===== config.mk =====
export PLATFORM = sky130hd
export DESIGN_NAME = encoder_axis
export DESIGN_NICKNAME = d
export VERILOG_FILES = /design/src/enc_types_pkg.sv /design/src/enc_config_pkg.sv /design/src/quad_decoder.sv /design/src/index_latch.sv /design/src/speed_estimator.sv /design/src/encoder_axis.sv
export SDC_FILE = /design/constraint.sdc
export NUM_CORES = 1
export LEC_CHECK = 0
export BUFFER_PORTS_ARGS = -buffer_cell sky130_fd_sc_hd__buf_4
export CAP_MARGIN = 25
export CORE_UTILIZATION = 53
export DETAILED_ROUTE_END_ITERATION = 8
export GPL_TIMING_DRIVEN = 0
export HOLD_SLACK_MARGIN = 0.1
export PLACE_DENSITY_LB_ADDON = 0.1
export SETUP_SLACK_MARGIN = 0.3
export SYNTH_ARGS = -nofsm -noshare
export SYNTH_HDL_FRONTEND = slang
export SYNTH_HIERARCHICAL = 1
export SYNTH_SLANG_ARGS = --single-unit

===== constraint.sdc =====
create_clock -name clk -period 4 [get_ports clk]
set_clock_uncertainty 0.05 [all_clocks]
set_input_delay 0.2 -clock clk [delete_from_list [all_inputs] [get_ports clk]]
set_output_delay 0.2 -clock clk [all_outputs]
set_load 0.02 [all_outputs]

===== src/enc_types_pkg.sv =====
`default_nettype none

package enc_types_pkg;

  localparam int POS_W   = 64;          // Position accumulator width
  localparam int MULT_W  = 8;           // Counts per edge, unsigned
  localparam int DELTA_W = MULT_W + 1;  // Room for negated max multiplier
  localparam int SPEED_W = 32;          // Per-window sum width

  // Accumulated position in counts, signed
  typedef logic signed [POS_W-1:0]   pos_t;

  typedef logic        [MULT_W-1:0]  mult_t;   // Added per quadrature edge
  typedef logic signed [DELTA_W-1:0] delta_t;  // Plus or minus multiplier
  typedef logic signed [SPEED_W-1:0] speed_t;  // Counts per window

endpackage

`default_nettype wire


===== src/enc_config_pkg.sv =====
`default_nettype none

package enc_config_pkg;

  // Synchronizer flops per input channel
  // Anything past 3 only adds latency
  localparam int SYNC_STAGES_DEFAULT = 3;

  // Speed sample period in clock cycles
  localparam int SPEED_WINDOW_DEFAULT = 1000;

endpackage

`default_nettype wire


===== src/quad_decoder.sv =====
`timescale 1ns/10ps
`default_nettype none

module quad_decoder #(
  parameter int SYNC_STAGES = enc_config_pkg::SYNC_STAGES_DEFAULT  // Flops per channel, min 3
) (
  input  logic                  clk,
  input  logic                  resetn,
  input  logic                  a,            // Raw channel A
  input  logic                  b,            // Raw channel B
  input  enc_types_pkg::mult_t  multiplier,   // Static while idle
  output enc_types_pkg::pos_t   position,     // Scaled count
  output logic                  faultn,       // Sticky until reset
  output logic                  step_strobe,  // One pulse per counted edge
  output enc_types_pkg::delta_t step_delta    // Valid with step_strobe
);

  import enc_types_pkg::*;

  localparam int NEW = SYNC_STAGES - 2;  // Newest compared stage
  localparam int OLD = SYNC_STAGES - 1;  // One sample older

  logic [SYNC_STAGES-1:0] a_sync;  // Bit 0 samples the pin
  logic [SYNC_STAGES-1:0] b_sync;
  logic                   step_a;     // A moved this sample
  logic                   step_b;     // B moved this sample
  logic                   step;       // Exactly one channel moved
  logic                   direction;  // High when A leads B
  delta_t                 increment;  // Signed scaled step

  always_ff @(posedge clk) begin
    a_sync <= {a_sync[SYNC_STAGES-2:0], a};  // Shift A toward OLD
    b_sync <= {b_sync[SYNC_STAGES-2:0], b};  // Shift B toward OLD
  end

  assign step_a = a_sync[NEW] ^ a_sync[OLD];  // Edge on A
  assign step_b = b_sync[NEW] ^ b_sync[OLD];  // Edge on B
  assign step   = step_a ^ step_b;            // Both at once is not a step

  // Current A against previous B gives the rotation sense
  assign direction = a_sync[NEW] ^ b_sync[OLD];

  assign increment = direction ? delta_t'({1'b0, multiplier})     // Up
                               : -delta_t'({1'b0, multiplier});   // Down

  always_ff @(posedge clk) begin
    if (!resetn) begin
      position    <= '0;
      faultn      <= 1'b1;
      step_strobe <= 1'b0;
    end else begin
      step_strobe <= step;  // Same edge as the count update
      if (step_a & step_b) begin
        faultn <= 1'b0;  // Direction unknown, latch fault
      end
      if (step) begin
        position <= position + pos_t'(increment);  // Sign-extended add
      end
    end
  end

  always_ff @(posedge clk) begin
    step_delta <= increment;  // Sampled by speed path with strobe
  end

endmodule

`default_nettype wire


===== src/index_latch.sv =====
`timescale 1ns/10ps
`default_nettype none

module index_latch #(
  parameter int SYNC_STAGES = enc_config_pkg::SYNC_STAGES_DEFAULT  // Match decoder depth
) (
  input  logic                clk,
  input  logic                resetn,
  input  logic                z,               // Raw index channel
  input  enc_types_pkg::pos_t position,        // Live count from decoder
  output enc_types_pkg::pos_t index_position,  // Count at last index
  output logic                index_strobe,    // One pulse per capture
  output logic                index_seen       // Sticky until reset
);

  logic [SYNC_STAGES-1:0] z_sync;  // Bit 0 samples the pin
  logic                   z_rise;  // Rising edge at chain end

  always_ff @(posedge clk) begin
    z_sync <= {z_sync[SYNC_STAGES-2:0], z};  // Same depth as A/B
  end

  // Seen at the same edge the decoder would count an A/B change
  assign z_rise = z_sync[SYNC_STAGES-2] & ~z_sync[SYNC_STAGES-1];

  always_ff @(posedge clk) begin
    if (!resetn) begin
      index_position <= '0;
      index_strobe   <= 1'b0;
      index_seen     <= 1'b0;
    end else begin
      index_strobe <= z_rise;  // Marks a fresh capture
      if (z_rise) begin
        index_position <= position;  // Value present at this edge
        index_seen     <= 1'b1;      // Stays set
      end
    end
  end

endmodule

`default_nettype wire


===== src/speed_estimator.sv =====
`timescale 1ns/10ps
`default_nettype none

module speed_estimator #(
  parameter int SPEED_WINDOW = enc_config_pkg::SPEED_WINDOW_DEFAULT  // Cycles per sample
) (
  input  logic                  clk,
  input  logic                  resetn,
  input  logic                  step_strobe,   // Counted edge this cycle
  input  enc_types_pkg::delta_t step_delta,    // Increment for that edge
  output enc_types_pkg::speed_t speed,         // Net counts in last window
  output logic                  speed_strobe   // One pulse per window
);

  import enc_types_pkg::*;

  localparam int CNT_W = (SPEED_WINDOW > 1) ? $clog2(SPEED_WINDOW) : 1;
  localparam logic [CNT_W-1:0] LAST = CNT_W'(SPEED_WINDOW - 1);  // Wrap value

  typedef enum logic {
    ST_RUN,      // Accumulating
    ST_PUBLISH   // Window end
  } state_t;

  state_t           state;
  logic [CNT_W-1:0] win_cnt;   // Free-running cycle count
  speed_t           acc;       // Running sum this window
  speed_t           delta_in;  // Strobed increment or zero
  speed_t           total;     // Sum including this cycle

  assign state    = (win_cnt == LAST) ? ST_PUBLISH : ST_RUN;
  assign delta_in = step_strobe ? speed_t'(step_delta) : '0;  // Sign-extended
  assign total    = acc + delta_in;

  always_ff @(posedge clk) begin
    if (!resetn) begin
      win_cnt <= '0;
    end else if (state == ST_PUBLISH) begin
      win_cnt <= '0;  // Wrap
    end else begin
      win_cnt <= win_cnt + 1'b1;
    end
  end

  always_ff @(posedge clk) begin
    if (!resetn) begin
      acc          <= '0;
      speed        <= '0;
      speed_strobe <= 1'b0;
    end else begin
      case (state)
        ST_PUBLISH: begin
          speed        <= total;  // Includes a step in the wrap cycle
          speed_strobe <= 1'b1;
          acc          <= '0;     // Next window starts empty
        end
        default: begin
          acc          <= total;
          speed_strobe <= 1'b0;
        end
      endcase
    end
  end

endmodule

`default_nettype wire


===== src/encoder_axis.sv =====
`timescale 1ns/10ps
`default_nettype none

module encoder_axis #(
  parameter int SYNC_STAGES  = enc_config_pkg::SYNC_STAGES_DEFAULT,   // Min 3
  parameter int SPEED_WINDOW = enc_config_pkg::SPEED_WINDOW_DEFAULT   // Cycles
) (
  input  logic                  clk,
  input  logic                  resetn,
  input  logic                  a,               // Encoder channel A
  input  logic                  b,               // Encoder channel B
  input  logic                  z,               // Index channel
  input  enc_types_pkg::mult_t  multiplier,      // Change only while idle
  output enc_types_pkg::pos_t   position,        // Live scaled count
  output logic                  faultn,          // Low after double change
  output enc_types_pkg::pos_t   index_position,  // Count at last index
  output logic                  index_strobe,    // Capture pulse
  output logic                  index_seen,      // Any index since reset
  output enc_types_pkg::speed_t speed,           // Counts per window
  output logic                  speed_strobe     // New speed value
);

  import enc_types_pkg::*;

  logic   step_strobe;  // Decoder to speed path
  delta_t step_delta;

  quad_decoder #(
    .SYNC_STAGES (SYNC_STAGES)
  ) decoder_i (
    .clk         (clk),
    .resetn      (resetn),
    .a           (a),
    .b           (b),
    .multiplier  (multiplier),
    .position    (position),     // Also feeds index capture
    .faultn      (faultn),
    .step_strobe (step_strobe),
    .step_delta  (step_delta)
  );

  index_latch #(
    .SYNC_STAGES (SYNC_STAGES)   // Keeps Z aligned with A/B
  ) index_i (
    .clk            (clk),
    .resetn         (resetn),
    .z              (z),
    .position       (position),
    .index_position (index_position),
    .index_strobe   (index_strobe),
    .index_seen     (index_seen)
  );

  speed_estimator #(
    .SPEED_WINDOW (SPEED_WINDOW)
  ) speed_i (
    .clk          (clk),
    .resetn       (resetn),
    .step_strobe  (step_strobe),
    .step_delta   (step_delta),
    .speed        (speed),
    .speed_strobe (speed_strobe)
  );

endmodule

`default_nettype wire


==> results of run 1 <==
==> synth_stat cells (6+ instances only) <==
| cell | n |
|---|---|
| sky130_fd_sc_hd__nor2_1 | 205 |
| sky130_fd_sc_hd__o211ai_1 | 16 |
| sky130_fd_sc_hd__a21oi_1 | 51 |
| sky130_fd_sc_hd__a22o_1 | 6 |
| sky130_fd_sc_hd__or3_1 | 17 |
| sky130_fd_sc_hd__nand3_1 | 66 |
| sky130_fd_sc_hd__nand2_1 | 278 |
| sky130_fd_sc_hd__o21a_1 | 9 |
| sky130_fd_sc_hd__inv_1 | 15 |
| sky130_fd_sc_hd__nor4b_1 | 7 |
| sky130_fd_sc_hd__or4_1 | 17 |
| sky130_fd_sc_hd__o2bb2ai_1 | 6 |
| sky130_fd_sc_hd__buf_1 | 8 |
| sky130_fd_sc_hd__nand2b_1 | 12 |
| sky130_fd_sc_hd__ha_1 | 22 |
| sky130_fd_sc_hd__a21o_1 | 12 |
| sky130_fd_sc_hd__a31oi_1 | 25 |
| sky130_fd_sc_hd__o2111ai_1 | 7 |
| sky130_fd_sc_hd__nor3_1 | 45 |
| sky130_fd_sc_hd__a211oi_1 | 21 |
| sky130_fd_sc_hd__buf_6 | 7 |
| sky130_fd_sc_hd__o31a_1 | 7 |
| sky130_fd_sc_hd__dfxtp_1 | 225 |
| sky130_fd_sc_hd__and2_1 | 29 |
| sky130_fd_sc_hd__o22ai_1 | 11 |
| sky130_fd_sc_hd__o21ai_0 | 57 |
| sky130_fd_sc_hd__and3_1 | 30 |
| sky130_fd_sc_hd__xnor2_1 | 65 |
| sky130_fd_sc_hd__and4_1 | 12 |
| sky130_fd_sc_hd__o21ai_1 | 10 |
| sky130_fd_sc_hd__nand4_1 | 33 |
| sky130_fd_sc_hd__buf_2 | 36 |
| sky130_fd_sc_hd__clkbuf_1 | 78 |
| sky130_fd_sc_hd__nor4_1 | 33 |
| sky130_fd_sc_hd__xor2_1 | 53 |
| sky130_fd_sc_hd__mux2i_1 | 89 |
==> final cells by class <==
| class | count | area [µm²] |
|---|---|---|
| Tap cell | 330 | 412.9 |
| Timing Repair Buffer | 235 | 1821 |
| Clock buffer | 34 | 688.2 |
| Multi-Input combinational cell | 1365 | 8830 |
| Buffer | 138 | 769.5 |
| Clock inverter | 10 | 173.9 |
| Inverter | 17 | 63.81 |
| Fill cell | 2048 | 7984 |
| Sequential cell | 225 | 4512 |
==> power groups by stage <==
| stage | sequential [mW] | clock, mW | combinational, mW |
|---|---|---|---|
| floorplan | 3.32 | 0 | 3.98 |
| global placement | 3.09 | 0 | 6.15 |
| detailed placement | 3.09 | 0 | 6.19 |
| CTS | 3.05 | 2.44 | 6.42 |
| global route | 3.11 | 2.51 | 7.41 |
| finish | 3.07 | 2.40 | 6.99 |
==> kinds of logic after synthesis <==
kind of cell	share of synthesized area (%)
xor+xnor	7.679
flops	32.95
compound gates	16.18
buf+inv	5.363
fa+ha+maj	2.306
mux	6.846
simple gates	28.67
==> metrics by stage <==
stage                     area [µm²]  hold slack, ns
after floorplan                13740          0.1777
after global placement         15470          0.2552
after detailed placement       15480          0.2570
after CTS                      16760          0.1261
after global routing           17270          0.1537
final                          17270          0.1469
==> metal layers <==
| layer | part of all wire (%) | wire length [µm] | global-route usage (%) | vias to the layer above |
|---|---|---|---|---|
| met1 | 39 | 19330 | 42.18 | 6898 |
| met2 | 49 | 24310 | 63.68 | 700 |
| met4 | 5.1 | 2531 | 17.42 | 0 |
| met5 | 0 | 0 | 0 | - |
| met3 | 6.7 | 3335 | 3.743 | 168 |
| li1 | - | - | - | 6746 |
==> critical path, cell delays in order (launching register included) <==
cell and delay, ns:
sky130_fd_sc_hd__dfxtp_4 0.38, sky130_fd_sc_hd__xnor2_4 0.31, sky130_fd_sc_hd__o41ai_2 0.16, sky130_fd_sc_hd__xnor2_1 0.27, sky130_fd_sc_hd__ha_2 0.36, sky130_fd_sc_hd__a21o_1 0.20
sky130_fd_sc_hd__a22o_2 0.32, sky130_fd_sc_hd__nor3_4 0.20, sky130_fd_sc_hd__buf_4 0.24, sky130_fd_sc_hd__a21oi_2 0.11, sky130_fd_sc_hd__or4_4 0.46, sky130_fd_sc_hd__nor2_4 0.16
sky130_fd_sc_hd__o21ai_1 0.13, sky130_fd_sc_hd__xor2_1 0.18, sky130_fd_sc_hd__nor2_1 0.05
==> flip-flops by register name (all words and copies together) (netlist names) <==
signal	flops
index_i/z_sync	3
index_i/index_seen	1
speed_i/speed	32
decoder_i/a_sync	3
speed_i/acc	32
index_i/index_strobe	1
speed_i/speed_strobe	1
index_i/index_position	64
decoder_i/step_delta	9
decoder_i/step_strobe	1
decoder_i/faultn	1
speed_i/win_cnt	10
decoder_i/position	64
decoder_i/b_sync	3
==> placed cells by master, fill, tap and decap left out, drive strengths merged, types with 29 or more instances in the layout <==
| cell type | count |
|---|---|
| xnor2 | 66 |
| xor2 | 53 |
| dfxtp | 225 |
| buf | 280 |
| nor4 | 38 |
| a21oi | 52 |
| clkbuf | 110 |
| nand4 | 33 |
| nand3 | 66 |
| mux2i | 89 |
| nor3 | 45 |
| o21ai | 68 |
| nand2 | 278 |
| and2 | 29 |
| nor2 | 205 |
| and3 | 30 |
==> how the worst min path moves through the flow <==
stage                                          to  slack, ns  depth (start not counted)
after floorplan               decoder_i/a_sync[0]       0.18                          0
after global placement          index_i/z_sync[0]       0.26                          1
after detailed placement      decoder_i/a_sync[0]       0.26                          1
after CTS                 decoder_i/step_delta[7]       0.13                          4
after global routing      decoder_i/step_delta[1]       0.15                          5
final                     decoder_i/step_delta[1]       0.15                          5
==> timing repair <==
item,in CTS,in global routing
buffers inserted,11,30
pin swaps,5,23
hold buffers,17,0
hold endpoints to repair,14,0
endpoints found under the setup margin,53,41
gates resized for setup,33,62
==> flow_summary.json, run 1 <==
{
  "power.share.switching_pct": 46.31,
  "die-width_um": 162.6,
  "dieArea_um2": 26440,
  "report.final.hold_viol_count": 0,
  "route.final.wire_length_mm": 49.51,
  "worstReg2RegStart": "decoder_i/b_sync[2]",
  "drt_first_iter_violations": 1397,
  "num_vias": 14510,
  "synth.area.top_cells": "sky130_fd_sc_hd__dfxtp_1 33%, sky130_fd_sc_hd__nand2_1 7.6%, sky130_fd_sc_hd__mux2i_1 6.5%",
  "outcome": "finished clean",
  "place_worst_setup_slack_ns": -1.127,
  "placementRows": 58,
  "first_global_vias": 13360,
  "r2r_slack_ns": 0.27,
  "cts.path.max_buffers": 3,
  "final_max_slew_viol_count": 0,
  "irDropWorstVdd_uv": 452.1,
  "maximum_clock_rate_mhz": 267.8,
  "power_report.internal_total_mw": 6.692,
  "port_buffers": 176,
  "root_driver": "sky130_fd_sc_hd__clkbuf_16",
  "final_nets": 2043,
  "tightestPinTransition_ns": 0.9741,
  "cap_violations": 0,
  "synth_top_area_cell": "sky130_fd_sc_hd__dfxtp_1",
  "cts_tree": "yes",
  "final_cell_count_no_fill": 2354,
  "route.detailed.vias_per_inst": 6.165,
  "postSynthCellCount": 1745,
  "worst_hold_path_type": "primary input to flop",
  "netSwitchingPower_mw": 5.773,
  "synthesis.nets": 1782,
  "max-slew-margin-rel_pct": 34.82,
  "synth-main-ff-cell": "sky130_fd_sc_hd__dfxtp_1",
  "antenna_found_initial": 1,
  "gr-total-overflow": 0,
  "dp.final_hpwl_mm": 35.62,
  "hold_path_startpoint": "multiplier[0]",
  "critical_path.endpoint_type": "flop",
  "area.growth.synth_to_final_pct": 26.33,
  "netlist.area_leader.share_pct": 32.95,
  "period_minus_slack_ns": 3.734,
  "crit_end": "decoder_i/position[35]",
  "critPathMaxFanout": 10,
  "synth_seq_area_share_pct": 32.95,
  "required_ns": 4.36,
  "worstSkewPairLatency_ns": 0.53,
  "setup_repair_after_global_routing_missed_its_margin": "yes",
  "critical_path.startpoint_type": "flop",
  "initial_core_util_pct": 54.13,
  "totalPowerFinal_mw": 12.46,
  "syn-cell-area_um2": 13670,
  "cts_made_buffers": 24,
  "detailedRoute.firstPassIterationCount": 6,
  "track_usage_pct": 35.55,
  "post_layout_util_pct": 68.39,
  "critPathArrivalTime_ns": 4.09,
  "worstReg2RegEnd": "decoder_i/position[35]",
  "sinks_on_the_clock_net": 225,
  "worstSetupPathType": "flop to flop",
  "wl_cell_um": 21.03,
  "period_share_pct": 93.35,
  "synth_edf_count": 0,
  "die_y_um": 162.6,
  "leakagePower_nw": 6.948,
  "report.final.setup_viol": 0,
  "route.antenna.remaining_nets": 0,
  "fin_ws_ns": 0.2659,
  "drc": 0,
  "diodes": 0,
  "power.combinational.fraction_pct": 56.1,
  "synth.ff_latch_count": 225,
  "setup.worst_path.start": "decoder_i/b_sync[2]",
  "yosys_warnings": 6,
  "io_pins": 177,
  "core-area_um2": 25250,
  "ys_async_sr_fraction_pct": 0,
  "layout-drive-gt1-share_pct": 19.71,
  "worst-r2r-cell-count": 14,
  "pin_count_of_the_biggest_net_entering_global_routing": 15,
  "power_frac_clock_pct": 19.3,
  "finalSetupTns_ns": 0,
  "ctsHtreeMaxLevel": 1,
  "pwr-share-seq_pct": 24.6,
  "cellPowerDensity_nw_per_um2": 721.8,
  "grt_first_pass_wirelength_mm": 74.02,
  "netlist-cell-type-count": 90,
  "worst_setup_hold_path_clk_slew_ns": 0.06,
  "dp_cells": 2252,
  "routabilityCongestion": 0.9956,
  "syn_area_per_cell_um2": 7.834
}
(Power assumes the default switching activity.)
==> inputs of run 2 (changes only) <==
- SETUP_SLACK_MARGIN: 0.3 -> 0.05
==> flow_summary.json, run 2 (synthesis gave the netlist of run 1 again) <==
{
  "outcome": "finished clean",
  "number_of_cells_traversed_by_the_worst_hold_path": 4,
  "final_common_cell": "sky130_fd_sc_hd__nand2_1",
  "area_used_by_multi_input_combinational_logic_um2": 8610,
  "gr-total-overflow": 0,
  "tightestPinTransition_ns": 1.037,
  "route.antenna.remaining_nets": 0,
  "worstReg2RegEnd": "decoder_i/position[63]",
  "cts_tree": "yes",
  "grt_first_pass_wirelength_mm": 75.76,
  "initial_core_util_pct": 54.13,
  "drt_first_iter_violations": 1387,
  "worstSetupPathType": "flop to flop",
  "worst-r2r-cell-count": 19,
  "hold_path_startpoint": "multiplier[6]",
  "first_global_vias": 13730,
  "final_max_slew_viol_count": 0,
  "post_layout_util_pct": 66.29,
  "die-width_um": 162.6,
  "hold-path-endpoint": "decoder_i/step_delta[7]",
  "irDropWorstVdd_uv": 507.6,
  "detailedRoute.firstPassIterationCount": 8,
  "cellPowerDensity_nw_per_um2": 726.0,
  "placementRows": 58,
  "routabilityCongestion": 0.9928,
  "reg_area_um2": 4507,
  "fin_ws_ns": 0.09685,
  "die_y_um": 162.6,
  "required_ns": 4.35,
  "cts.path.max_buffers": 3,
  "io_pins": 177,
  "core-area_um2": 25250,
  "dp.final_hpwl_mm": 36.40,
  "track_usage_pct": 36.51,
  "r2r_slack_ns": 0.1,
  "route.detailed.vias_per_inst": 6.136,
  "area.growth.synth_to_final_pct": 22.45,
  "dp_cells": 2251,
  "pin_count_of_the_biggest_net_entering_global_routing": 15,
  "drc": 0,
  "fillers": 2173,
  "report.final.setup_viol": 0,
  "port_buffers": 176,
  "antenna_found_initial": 0,
  "num_vias": 14240,
  "worstReg2RegStart": "decoder_i/b_sync[2]",
  "dieArea_um2": 26440,
  "setup_repair_after_global_routing_missed_its_margin": "no",
  "layout-drive-gt1-share_pct": 17.24,
  "leakagePower_nw": 6.700,
  "final_cell_count_no_fill": 2320,
  "cts_made_buffers": 24,
  "place_worst_setup_slack_ns": -1.214,
  "period_minus_slack_ns": 3.903,
  "route.final.wire_length_mm": 49.34,
  "ctsHtreeMaxLevel": 1,
  "critPathArrivalTime_ns": 4.25,
  "period_share_pct": 97.58,
  "critPathMaxFanout": 13,
  "most_frequent_cells_in_the_layout": "278 x sky130_fd_sc_hd__nand2_1, 223 x sky130_fd_sc_hd__dfxtp_1, 203 x sky130_fd_sc_hd__nor2_1",
  "critical_path.endpoint_type": "flop",
  "max-slew-margin-rel_pct": 30.26,
  "final_nets": 2009,
  "worst_setup_hold_path_clk_slew_ns": 0.06,
  "diodes": 0,
  "cap_violations": 0,
  "worst_hold_path_type": "primary input to flop",
  "report.final.hold_viol_count": 0,
  "worstSkewPairLatency_ns": 0.54,
  "wl_cell_um": 21.27,
  "sinks_on_the_clock_net": 225,
  "maximum_clock_rate_mhz": 256.2,
  "root_driver": "sky130_fd_sc_hd__clkbuf_16",
  "critical_path.startpoint_type": "flop",
  "reg_top3": "decoder_i/position x64, index_i/index_position x64"
}
run 2: layer usage:
layer	up-vias	GRT usage, %	wire length [µm]
met5	-	0	0
li1	6673	-	-
met4	0	20.56	2901
met2	668	63.62	23960
met3	165	4.762	2960
met1	6729	43.18	19520
run 2: cell type report:
cell class | count | share of cell area (%)
Sequential cell | 225 | 26.92
Buffer | 137 | 4.305
Clock inverter | 15 | 1.211
Timing Repair Buffer | 202 | 9.343
Multi-Input combinational cell | 1365 | 51.43
Tap cell | 330 | 2.467
Inverter | 17 | 0.3812
Clock buffer | 29 | 3.939
run 2: report_power, final:
group          internal (mW)  leakage (nW)  total [mW]  switching [mW]
logic                   2.38          4.44        6.67            4.28
registers               2.63          1.83        3.07           0.449
clock network           1.44         0.422        2.41           0.969
run 2: critical path: stages, from the launching register on:
cell and delay [ns]:
sky130_fd_sc_hd__dfxtp_2 0.37, sky130_fd_sc_hd__xnor2_4 0.23, sky130_fd_sc_hd__buf_12 0.14, sky130_fd_sc_hd__o21ai_4 0.06, sky130_fd_sc_hd__inv_2 0.10, sky130_fd_sc_hd__buf_8 0.17
sky130_fd_sc_hd__buf_8 0.18, sky130_fd_sc_hd__buf_8 0.17, sky130_fd_sc_hd__clkbuf_8 0.22, sky130_fd_sc_hd__buf_12 0.17, sky130_fd_sc_hd__ha_2 0.33, sky130_fd_sc_hd__and2_1 0.19
sky130_fd_sc_hd__a22o_1 0.23, sky130_fd_sc_hd__or3_1 0.37, sky130_fd_sc_hd__nor2b_1 0.19, sky130_fd_sc_hd__nand3_1 0.09, sky130_fd_sc_hd__o41a_1 0.14, sky130_fd_sc_hd__nand3_1 0.14
sky130_fd_sc_hd__xnor2_1 0.16, sky130_fd_sc_hd__nor2_1 0.06
run 2: timing repair:
item	CTS	global route
endpoints found under the setup margin	43	31
hold buffers	15	0
buffers inserted	5	5
endpoints found under the hold margin	14	0
pin swaps	4	7
gates resized for setup	27	24
run 2: worst max path at each step:
stage                                        end  slack (ns)           startpoint  depth (start not counted)
after floorplan           decoder_i/position[63]        0.07        multiplier[1]                         20
after global placement    decoder_i/position[63]       -1.16  decoder_i/b_sync[2]                         18
after detailed placement  decoder_i/position[63]       -1.21  decoder_i/b_sync[2]                         18
after CTS                 decoder_i/position[61]        0.06  decoder_i/a_sync[1]                         14
after global routing      decoder_i/position[63]        0.03  decoder_i/b_sync[2]                         19
final                     decoder_i/position[63]         0.1  decoder_i/b_sync[2]                         19
run 2: per-stage QoR:
stage	setup TNS (ns)	total power [mW]	area, µm²	hold slack [ns]
2_1_floorplan	0	7.267	13680	0.1777
3_3_place_gp	-18.29	9.244	15410	0.2555
3_5_place_dp	-20.02	9.289	15410	0.2563
4_1_cts	0	11.84	16590	0.1265
5_1_grt	0	12.77	16740	0.2145
6_report	0	12.15	16740	0.2168
